===== src/common/pipe_params.svh =====
`ifndef PIPE_PARAMS_SVH
`define PIPE_PARAMS_SVH

// datapath widths
`define PC_W          8
`define REG_W         3

// a retiring trap restarts fetch here
`define TRAP_VECTOR   8'hF0

// total cycles a multiply/divide spends in EX
`define MULDIV_CYCLES 4

// stage vector layout, oldest stage in the top bit
`define STAGES        5
`define STG_PC        0
`define STG_IF_ID     1
`define STG_ID_EX     2
`define STG_EX_MEM    3
`define STG_MEM_WB    4

`endif


===== src/common/pipe_pkg.sv =====
`include "pipe_params.svh"

package pipe_pkg;

  // instruction classes seen by the sequencing logic
  typedef enum logic [2:0] {
    OP_ALU,
    OP_LOAD,
    OP_MULDIV,
    OP_JUMP,
    OP_TRAP
  } op_e;

  // 20 bit instruction word
  typedef struct packed {
    op_e               op;
    logic [`REG_W-1:0] rd;
    logic [`REG_W-1:0] rs1;
    logic [`REG_W-1:0] rs2;
    logic [`PC_W-1:0]  target;  // jump destination
  } instr_t;

  // one bit per stage, see STG_* indices
  typedef logic [`STAGES-1:0] stage_vec_t;

  // payload carried by every stage register
  typedef struct packed {
    logic [`PC_W-1:0] pc;
    instr_t           instr;
  } stage_entry_t;

endpackage


===== src/verilog/decode_unit.sv =====
`timescale 1ns/100ps
`include "pipe_params.svh"

module decode_unit
  import pipe_pkg::*;
(
  input  logic   id_valid_i,
  input  instr_t id_instr_i,
  input  logic   ex_valid_i,
  input  instr_t ex_instr_i,
  output logic   load_use_o
);

  logic [`REG_W-1:0] id_rs1;
  logic [`REG_W-1:0] id_rs2;
  logic [`REG_W-1:0] ex_rd;
  logic              id_reads;
  logic              ex_is_load;
  logic              src_match;

  // field extraction
  assign id_rs1 = id_instr_i.rs1;
  assign id_rs2 = id_instr_i.rs2;
  assign ex_rd  = ex_instr_i.rd;

  // jumps and traps carry no source operands
  always_comb begin
    case (id_instr_i.op)
      OP_ALU, OP_LOAD, OP_MULDIV: id_reads = 1'b1;
      default:                    id_reads = 1'b0;
    endcase
  end

  assign ex_is_load = ex_valid_i && (ex_instr_i.op == OP_LOAD);
  assign src_match  = (ex_rd == id_rs1) || (ex_rd == id_rs2);

  // load data is not ready until MEM, so the reader waits one cycle
  assign load_use_o = ex_is_load && id_valid_i && id_reads && src_match;

endmodule


===== src/verilog/execute_unit.sv =====
`timescale 1ns/100ps
`include "pipe_params.svh"

module execute_unit
  import pipe_pkg::*;
(
  input  logic             clk,
  input  logic             rst,
  input  logic             ex_valid_i,
  input  instr_t           ex_instr_i,
  output logic             muldiv_busy_o,
  output logic             jump_o,
  output logic [`PC_W-1:0] jump_target_o
);

  localparam int CNT_W = $clog2(`MULDIV_CYCLES + 1);
  localparam logic [CNT_W-1:0] LAST_CNT = CNT_W'(`MULDIV_CYCLES - 1);

  logic             ex_muldiv;
  logic [CNT_W-1:0] muldiv_cnt;

  assign ex_muldiv = ex_valid_i && (ex_instr_i.op == OP_MULDIV);

  // busy from entry until the count reaches the last cycle
  assign muldiv_busy_o = ex_muldiv && (muldiv_cnt != LAST_CNT);

  // counter restarts on the release cycle so back to back ops each get full length;
  // an op held by a memory stall on that cycle simply runs again
  always_ff @(posedge clk) begin
    if (rst) begin
      muldiv_cnt <= '0;
    end else if (muldiv_busy_o) begin
      muldiv_cnt <= muldiv_cnt + 1'b1;
    end else begin
      muldiv_cnt <= '0;
    end
  end

  // jumps resolve in EX
  assign jump_o        = ex_valid_i && (ex_instr_i.op == OP_JUMP);
  assign jump_target_o = ex_instr_i.target;

  a_cnt_range: assert property (
    @(posedge clk) disable iff (rst)
    muldiv_cnt <= CNT_W'(`MULDIV_CYCLES)
  ) else $error("muldiv counter overran");

endmodule


===== src/verilog/pipe_pc.sv =====
`timescale 1ns/100ps
`include "pipe_params.svh"

module pipe_pc (
  input  logic             clk,
  input  logic             rst,
  input  logic             stall_i,
  input  logic             redirect_i,
  input  logic [`PC_W-1:0] redirect_pc_i,
  output logic [`PC_W-1:0] pc_o
);

  logic [`PC_W-1:0] pc_next;

  // redirect beats stall, a jump or trap must never be lost
  always_comb begin
    if (redirect_i) begin
      pc_next = redirect_pc_i;
    end else if (stall_i) begin
      pc_next = pc_o;
    end else begin
      pc_next = pc_o + 1'b1;  // one instruction per address
    end
  end

  always_ff @(posedge clk) begin
    if (rst) begin
      pc_o <= '0;
    end else begin
      pc_o <= pc_next;
    end
  end

  // a held PC refetches the same address next cycle
  a_pc_hold: assert property (
    @(posedge clk) disable iff (rst)
    (stall_i && !redirect_i) |=> (pc_o == $past(pc_o))
  ) else $error("pc moved while stalled");

endmodule


===== src/verilog/pipeline_control.sv =====
`timescale 1ns/100ps

module pipeline_control
  import pipe_pkg::*;
(
  input  logic       rst,
  input  logic       if_rdata_valid_i,
  input  logic       mem_stall_i,
  input  logic       trap_wb_i,
  input  logic       muldiv_busy_i,
  input  logic       jump_i,
  input  logic       load_use_i,
  output stage_vec_t stall_o,
  output stage_vec_t flush_o,
  output logic       redirect_o,
  output logic       redirect_pc_sel_o  // 1 picks the trap vector
);

  // bit order MEM_WB, EX_MEM, ID_EX, IF_ID, PC
  localparam stage_vec_t none_vec        = 5'b00000;
  localparam stage_vec_t rst_flush       = 5'b11111;

  localparam stage_vec_t trap_flush      = 5'b11110;  // everything younger than WB

  localparam stage_vec_t mem_stall_stall = 5'b01111;
  localparam stage_vec_t mem_stall_flush = 5'b10000;

  localparam stage_vec_t muldiv_stall    = 5'b00111;
  localparam stage_vec_t muldiv_flush    = 5'b01000;

  localparam stage_vec_t jump_flush      = 5'b00110;  // wrong path in IF and ID

  localparam stage_vec_t load_use_stall  = 5'b00011;
  localparam stage_vec_t load_use_flush  = 5'b00100;

  localparam stage_vec_t fetch_stall     = 5'b00001;
  localparam stage_vec_t fetch_flush     = 5'b00010;

  stage_vec_t stall_c;
  stage_vec_t flush_c;
  logic       redirect_c;
  logic       trap_sel_c;

  // older stage wins
  always_comb begin
    stall_c    = none_vec;
    flush_c    = none_vec;
    redirect_c = 1'b0;
    trap_sel_c = 1'b0;
    if (rst) begin
      flush_c = rst_flush;
    end else if (trap_wb_i) begin
      flush_c    = trap_flush;
      redirect_c = 1'b1;
      trap_sel_c = 1'b1;
    end else if (mem_stall_i) begin
      stall_c = mem_stall_stall;  // hold MEM and everything behind it
      flush_c = mem_stall_flush;
    end else if (muldiv_busy_i) begin
      stall_c = muldiv_stall;
      flush_c = muldiv_flush;
    end else if (jump_i) begin
      flush_c    = jump_flush;
      redirect_c = 1'b1;
    end else if (load_use_i) begin
      stall_c = load_use_stall;  // bubble goes into EX
      flush_c = load_use_flush;
    end else if (!if_rdata_valid_i) begin
      stall_c = fetch_stall;
      flush_c = fetch_flush;
    end

    // every row above keeps the two vectors apart
    a_disjoint: assert ((stall_c & flush_c) == none_vec)
      else $error("stall and flush overlap");
  end

  assign stall_o           = stall_c;
  assign flush_o           = flush_c;
  assign redirect_o        = redirect_c;
  assign redirect_pc_sel_o = trap_sel_c;

endmodule


===== src/verilog/pipeline_top.sv =====
`timescale 1ns/100ps
`include "pipe_params.svh"

module pipeline_top
  import pipe_pkg::*;
(
  input  logic             clk,
  input  logic             rst,
  input  logic             if_rdata_valid_i,
  input  instr_t           if_instr_i,
  input  logic             mem_stall_i,
  output logic [`PC_W-1:0] fetch_pc_o,
  output logic             retire_valid_o,
  output logic [`PC_W-1:0] retire_pc_o,
  output op_e              retire_op_o
);

  stage_vec_t       stall_v;
  stage_vec_t       flush_v;
  logic             redirect;
  logic             redirect_sel;
  logic [`PC_W-1:0] redirect_pc;
  logic [`PC_W-1:0] jump_target;
  logic             load_use;
  logic             muldiv_busy;
  logic             jump;
  logic             trap_wb;

  stage_entry_t     if_entry;
  logic             if_id_valid;
  stage_entry_t     if_id_data;
  logic             id_ex_valid;
  stage_entry_t     id_ex_data;
  logic             ex_mem_valid;
  stage_entry_t     ex_mem_data;
  logic             mem_wb_valid;
  stage_entry_t     mem_wb_data;

  // trap wins the PC mux over a jump
  assign redirect_pc = redirect_sel ? `TRAP_VECTOR : jump_target;

  pipe_pc u_pipe_pc (
    .clk           (clk),
    .rst           (rst),
    .stall_i       (stall_v[`STG_PC]),
    .redirect_i    (redirect),
    .redirect_pc_i (redirect_pc),
    .pc_o          (fetch_pc_o)
  );

  assign if_entry = '{pc: fetch_pc_o, instr: if_instr_i};  // fetch answers the current PC

  stage_reg #(.payload_t(stage_entry_t)) u_if_id (
    .clk (clk), .rst (rst),
    .stall_i (stall_v[`STG_IF_ID]), .flush_i (flush_v[`STG_IF_ID]),
    .valid_i (if_rdata_valid_i),    .data_i  (if_entry),
    .valid_o (if_id_valid),         .data_o  (if_id_data)
  );

  stage_reg #(.payload_t(stage_entry_t)) u_id_ex (
    .clk (clk), .rst (rst),
    .stall_i (stall_v[`STG_ID_EX]), .flush_i (flush_v[`STG_ID_EX]),
    .valid_i (if_id_valid),         .data_i  (if_id_data),
    .valid_o (id_ex_valid),         .data_o  (id_ex_data)
  );

  stage_reg #(.payload_t(stage_entry_t)) u_ex_mem (
    .clk (clk), .rst (rst),
    .stall_i (stall_v[`STG_EX_MEM]), .flush_i (flush_v[`STG_EX_MEM]),
    .valid_i (id_ex_valid),          .data_i  (id_ex_data),
    .valid_o (ex_mem_valid),         .data_o  (ex_mem_data)
  );

  stage_reg #(.payload_t(stage_entry_t)) u_mem_wb (
    .clk (clk), .rst (rst),
    .stall_i (stall_v[`STG_MEM_WB]), .flush_i (flush_v[`STG_MEM_WB]),
    .valid_i (ex_mem_valid),         .data_i  (ex_mem_data),
    .valid_o (mem_wb_valid),         .data_o  (mem_wb_data)
  );

  decode_unit u_decode_unit (
    .id_valid_i (if_id_valid),
    .id_instr_i (if_id_data.instr),
    .ex_valid_i (id_ex_valid),
    .ex_instr_i (id_ex_data.instr),
    .load_use_o (load_use)
  );

  execute_unit u_execute_unit (
    .clk           (clk),
    .rst           (rst),
    .ex_valid_i    (id_ex_valid),
    .ex_instr_i    (id_ex_data.instr),
    .muldiv_busy_o (muldiv_busy),
    .jump_o        (jump),
    .jump_target_o (jump_target)
  );

  // trap takes effect as it retires
  assign trap_wb = mem_wb_valid && (mem_wb_data.instr.op == OP_TRAP);

  pipeline_control u_pipeline_control (
    .rst               (rst),
    .if_rdata_valid_i  (if_rdata_valid_i),
    .mem_stall_i       (mem_stall_i),
    .trap_wb_i         (trap_wb),
    .muldiv_busy_i     (muldiv_busy),
    .jump_i            (jump),
    .load_use_i        (load_use),
    .stall_o           (stall_v),
    .flush_o           (flush_v),
    .redirect_o        (redirect),
    .redirect_pc_sel_o (redirect_sel)
  );

  assign retire_valid_o = mem_wb_valid;
  assign retire_pc_o    = mem_wb_data.pc;
  assign retire_op_o    = mem_wb_data.instr.op;

endmodule


===== src/verilog/stage_reg.sv =====
`timescale 1ns/100ps

module stage_reg #(
  parameter type payload_t = logic
) (
  input  logic     clk,
  input  logic     rst,
  input  logic     stall_i,
  input  logic     flush_i,
  input  logic     valid_i,
  input  payload_t data_i,
  output logic     valid_o,
  output payload_t data_o
);

  // valid bit is the only control state here
  always_ff @(posedge clk) begin
    if (rst || flush_i) begin
      valid_o <= 1'b0;  // bubble
    end else if (!stall_i) begin
      valid_o <= valid_i;
    end
  end

  // payload follows the valid bit, contents of a bubble don't matter
  always_ff @(posedge clk) begin
    if (!stall_i) begin
      data_o <= data_i;
    end
  end

  // control never asks one stage to hold and empty at once
  a_no_stall_flush: assert property (
    @(posedge clk) !(stall_i && flush_i)
  ) else $error("stage got stall and flush together");

endmodule

===== config.mk =====
export PLATFORM = sky130hd
export DESIGN_NAME = pipeline_top
export DESIGN_NICKNAME = d
export VERILOG_FILES = /design/src/common/pipe_pkg.sv /design/src/verilog/decode_unit.sv /design/src/verilog/execute_unit.sv /design/src/verilog/pipe_pc.sv /design/src/verilog/pipeline_control.sv /design/src/verilog/pipeline_top.sv /design/src/verilog/stage_reg.sv
export VERILOG_INCLUDE_DIRS = /design/src /design/src/common
export SDC_FILE = /design/constraint.sdc
export NUM_CORES = 1
export LEC_CHECK = 0
export BUFFER_PORTS_ARGS = -buffer_cell sky130_fd_sc_hd__buf_2
export CORE_ASPECT_RATIO = 1.75
export CORE_MARGIN = 1
export CORE_UTILIZATION = 50
export CTS_CLUSTER_SIZE = 25
export DETAILED_ROUTE_END_ITERATION = 10
export GPL_TIMING_DRIVEN = 0
export PLACE_DENSITY = 0.71
export SYNTH_ARGS = -nofsm -noshare
export SYNTH_HDL_FRONTEND = slang
export SYNTH_SLANG_ARGS = --single-unit

===== constraint.sdc =====
create_clock -name clk -period 7.36 [get_ports clk]
set_clock_uncertainty 0.1 [all_clocks]
set_input_delay 0.736 -clock clk [delete_from_list [all_inputs] [get_ports clk]]
set_output_delay 0.736 -clock clk [all_outputs]
set_load 0.02 [all_outputs]

==> PnR_summary.wiki <==
{| class="wikitable"
! Metric !! Value
|-
| Post-layout minimum cycle time || between 2 and 3 ns
|-
| Post-synth top cells || 61 x sky130_fd_sc_hd__edfxtp_1, 26 x sky130_fd_sc_hd__dfxtp_1, 10 x sky130_fd_sc_hd__nand2_1
|-
| Relative slew slack || 35.6%
|-
| Cell types with the largest area share after synthesis || sky130_fd_sc_hd__edfxtp_1 59%, sky130_fd_sc_hd__dfxtp_1 17%, sky130_fd_sc_hd__xnor2_1 2.0%, sky130_fd_sc_hd__nor3_1 1.3%, sky130_fd_sc_hd__ha_1 1.2%
|-
| Leakage Power || 0.00138 uW
|-
| Worst endpoint required time || 7.12 ns
|-
| Non-filler instance count after layout || roughly 330
|-
| Number of max-slew violations in the final report || 0
|-
| Tot GR Track Use || 16.5%
|-
| Final setup viols || 0
|-
| Area Overhead vs Synth || 16.9%
|-
| Most used flip-flop cell after synthesis || sky130_fd_sc_hd__edfxtp_1
|-
| Number of rows created at floorplan || 37
|-
| Number of iterations in the first detailed-routing pass || 4
|-
| IO buf count || between 40 and 50
|-
| Power density relative to cell area || between 200 and 300 mW/mm2
|-
| Core outline area || 0.00593 mm2
|-
| Portion of the clock cycle consumed by the worst path in the final layout || 35.2%
|-
| Worst-skew pair later-pin latency || between 0.3 and 0.4 ns
|-
| Worst reg2reg endpoint || u_id_ex.data_o[15]
|-
| Combinational family with the most area after synthesis || simple AND/OR/NAND/NOR gates
|-
| Summed area of non-filler cells in the final layout || about 0.0036 mm2
|-
| Wire length reported by the detailed router || 4670 um
|-
| Largest net degree at the start of global routing || 23
|-
| Cell Area, Synth || 0.00310 mm2
|-
| Die outline height || about 110 um
|-
| Compound-Gate Fraction of Synth Area || 8.08%
|-
| Share of the synthesized area in the top cell type || 59.2%
|-
| Flip-flop and latch count after synthesis || 87
|-
| Setup slack, reg-to-reg || approximately 4.8 ns
|-
| Setup crit end kind || register
|-
| Post-CTS Resized || 0
|-
| HPWL after DPL || ~3400 um
|-
| Synthesized-area fraction occupied by adder cells || between 1 and 1.5%
|-
| Hold-fix buffer count after cts || 0
|-
| Fin. Hold Viols || 0
|-
| XOR/XNOR share of the synthesized area || ~2.3%
|-
| Yosys synthesis warning count || 0
|-
| First-pass GRT wire length || 7450 um
|-
| Worst Max-Slew Pin Slew || 0.964 ns
|-
| Number of routed nets with antenna violations || 0
|-
| Share of cells above drive strength 1 || 31.5%
|-
| Die X || 61.5 um
|-
| Worst Hold Launch || u_ex_mem.data_o[18]
|-
| Die area || 0.00652 mm2
|-
| Clock buffer depth || 2
|-
| Mean routed wirelength per cell || 14.3 um
|-
| Largest driver fanout on the critical path || 22
|-
| Worst hold path type || reg2reg
|-
| Final weighted congestion in routability-driven placement || 0.863
|-
| Worst hold path endpoint || u_mem_wb.data_o[18]
|-
| Maximum vdd ir drop || 0.156 mV
|-
| Cell area reported after detailed placement || about 0.0034 mm2
|-
| Number of buffers added by the clock tree synthesis step || 9
|-
| Worst EP arrival || approximately 2.4 ns
|-
| Number of enable-type register cells in the synthesized netlist || 61
|-
| Fraction of synthesis flops using an asynchronous set or reset pin || 0%
|-
| Cell chosen for the clock root || sky130_fd_sc_hd__clkbuf_8
|-
| Number of DRC violations after detailed routing || 0
|-
| Simple-gate area share of the yosys netlist || between 10% and 20%
|-
| Number of cells in the design after placement || 310
|-
| Count of different cell masters after synthesis || 45
|-
| Effective utilization at floorplan || ~52%
|-
| Most instantiated library cell after synthesis || sky130_fd_sc_hd__edfxtp_1
|-
| Via-per-instance ratio || 5.24
|-
| Setup total negative slack || 0 ns
|-
| Number of stages on the worst hold path || 0
|-
| Maximum clock rate || 386 MHz
|-
| Antenna violations before repair || 0
|-
| Clk slew on worst S/H paths || 0.07 ns
|-
| RSZ-0062 raised after global routing || false
|-
| Biggest area consumer among synthesized cells || sky130_fd_sc_hd__edfxtp_1
|-
| Count of cells along the worst register-to-register path || 5
|-
| IO Count || between 40 and 50
|-
| Antenna diode count || 0
|-
| Type of origin of the critical path || input port
|-
| Mux contribution to synthesized area || less than 1%
|-
| Total clock sinks || 87
|-
| Fin nets || 270
|-
| Buffers inserted during post-CTS setup optimization || 0
|-
| Outcome || completed
|-
| Part of the Yosys area used for sequential elements || 76.0%
|-
| Syn Area/Cell || 16.5 um2
|-
| Worst setup path category || in2reg
|-
| Congestion Overflow GR || 0
|-
| Fin util || 61.0%
|-
| MaxCap Viol Count || 0
|-
| Sum of internal, switching and leakage power || around 900 uW
|-
| Startpoint of the worst-slack reg-to-reg timing path || u_id_ex.data_o[18]
|-
| Via count of the first global-routing pass || 1642
|-
| Number of DRC markers in iteration 0 || 54
|-
| TritonCTS clock tree || yes
|-
| Syn Inst Count || 188
|-
| Total via count in the routed design || 1709
|-
| Post-Synthesis Net Count || 215
|-
| H-tree depth reported by CTS || 3
|}
==> sequential cells by signal (all words and copies together), names as in the netlist <==
register and count:
u_pipe_pc.pc_o 8, u_id_ex.data_o 22, u_id_ex.valid_o 1, u_if_id.data_o 28, u_ex_mem.valid_o 1, u_mem_wb.valid_o 1
u_mem_wb.data_o 11, u_execute_unit.muldiv_cnt 3, u_ex_mem.data_o 11, u_if_id.valid_o 1
==> worst max path at each step <==
stage	slack, ns	cells past startpoint	start	endpoint
final	4.77	5	rst	u_id_ex.data_o[15]
after global routing	4.64	5	rst	u_id_ex.data_o[15]
after CTS	4.77	5	rst	u_id_ex.data_o[15]
after detailed placement	4.43	5	rst	u_id_ex.data_o[6]
after global placement	2.97	3	mem_stall_i	u_if_id.data_o[6]
after floorplan	3.86	2	mem_stall_i	u_if_id.data_o[0]
==> cells in the final DEF, fill, tap and decap left out, types with 4 or more instances in the layout <==
master and n:
sky130_fd_sc_hd__o21ai_0 4, sky130_fd_sc_hd__a21oi_1 7, sky130_fd_sc_hd__o21ai_1 4, sky130_fd_sc_hd__nor3_1 8
sky130_fd_sc_hd__xnor2_1 7, sky130_fd_sc_hd__dfxtp_1 26, sky130_fd_sc_hd__inv_1 4, sky130_fd_sc_hd__nor2_1 7
sky130_fd_sc_hd__edfxtp_1 61, sky130_fd_sc_hd__buf_2 43, sky130_fd_sc_hd__clkbuf_8 12, sky130_fd_sc_hd__nand2_1 10
sky130_fd_sc_hd__nand3_1 4
==> layer usage <==
metal	vias to the layer above	GRT usage [%]	wire, um
met5	-	0	0
met4	0	11.1	163
met3	13	6.33	259
met2	54	26.9	2520
met1	819	16.5	1730
li1	823	-	-
==> logic make-up after synthesis <==
kind of cell	after synthesis
xor+xnor	8
flops	87
mux	1
buf+inv	6
compound gates	31
fa+ha+maj	3
simple gates	52
==> final cells by class <==
class                      count  area (um2)
sequential                    87        2350
fill                         494        2310
multi-input combinational     95         707
timing repair buffer          44         243
clock buffer                  13         159
tap                           78        97.6
buffer                         2        25.0
clock inverter                 3        18.8
inverter                       4        15.0
==> critical path: stages <==
cell	delay, ns
sky130_fd_sc_hd__buf_2	0.11
sky130_fd_sc_hd__inv_1	0.19
sky130_fd_sc_hd__nand2_1	0.28
sky130_fd_sc_hd__nor2_1	0.37
sky130_fd_sc_hd__nand2_1	0.66
==> power by group <==
group	internal (uW)	switching (uW)	total (uW)
Combinational	23.2	34.6	57.8
Sequential	562	14.5	577
Clock	141	146	287
==> through the flow <==
| step | hold slack [ns] | setup slack, ns |
|---|---|---|
| after floorplan | 0.223 | 3.86 |
| after global routing | 0.257 | 4.64 |
| after detailed placement | 0.231 | 4.43 |
| final | 0.245 | 4.77 |
| after global placement | 0.224 | 2.97 |
| after CTS | 0.248 | 4.77 |
Power figures use the tool's default switching activity.
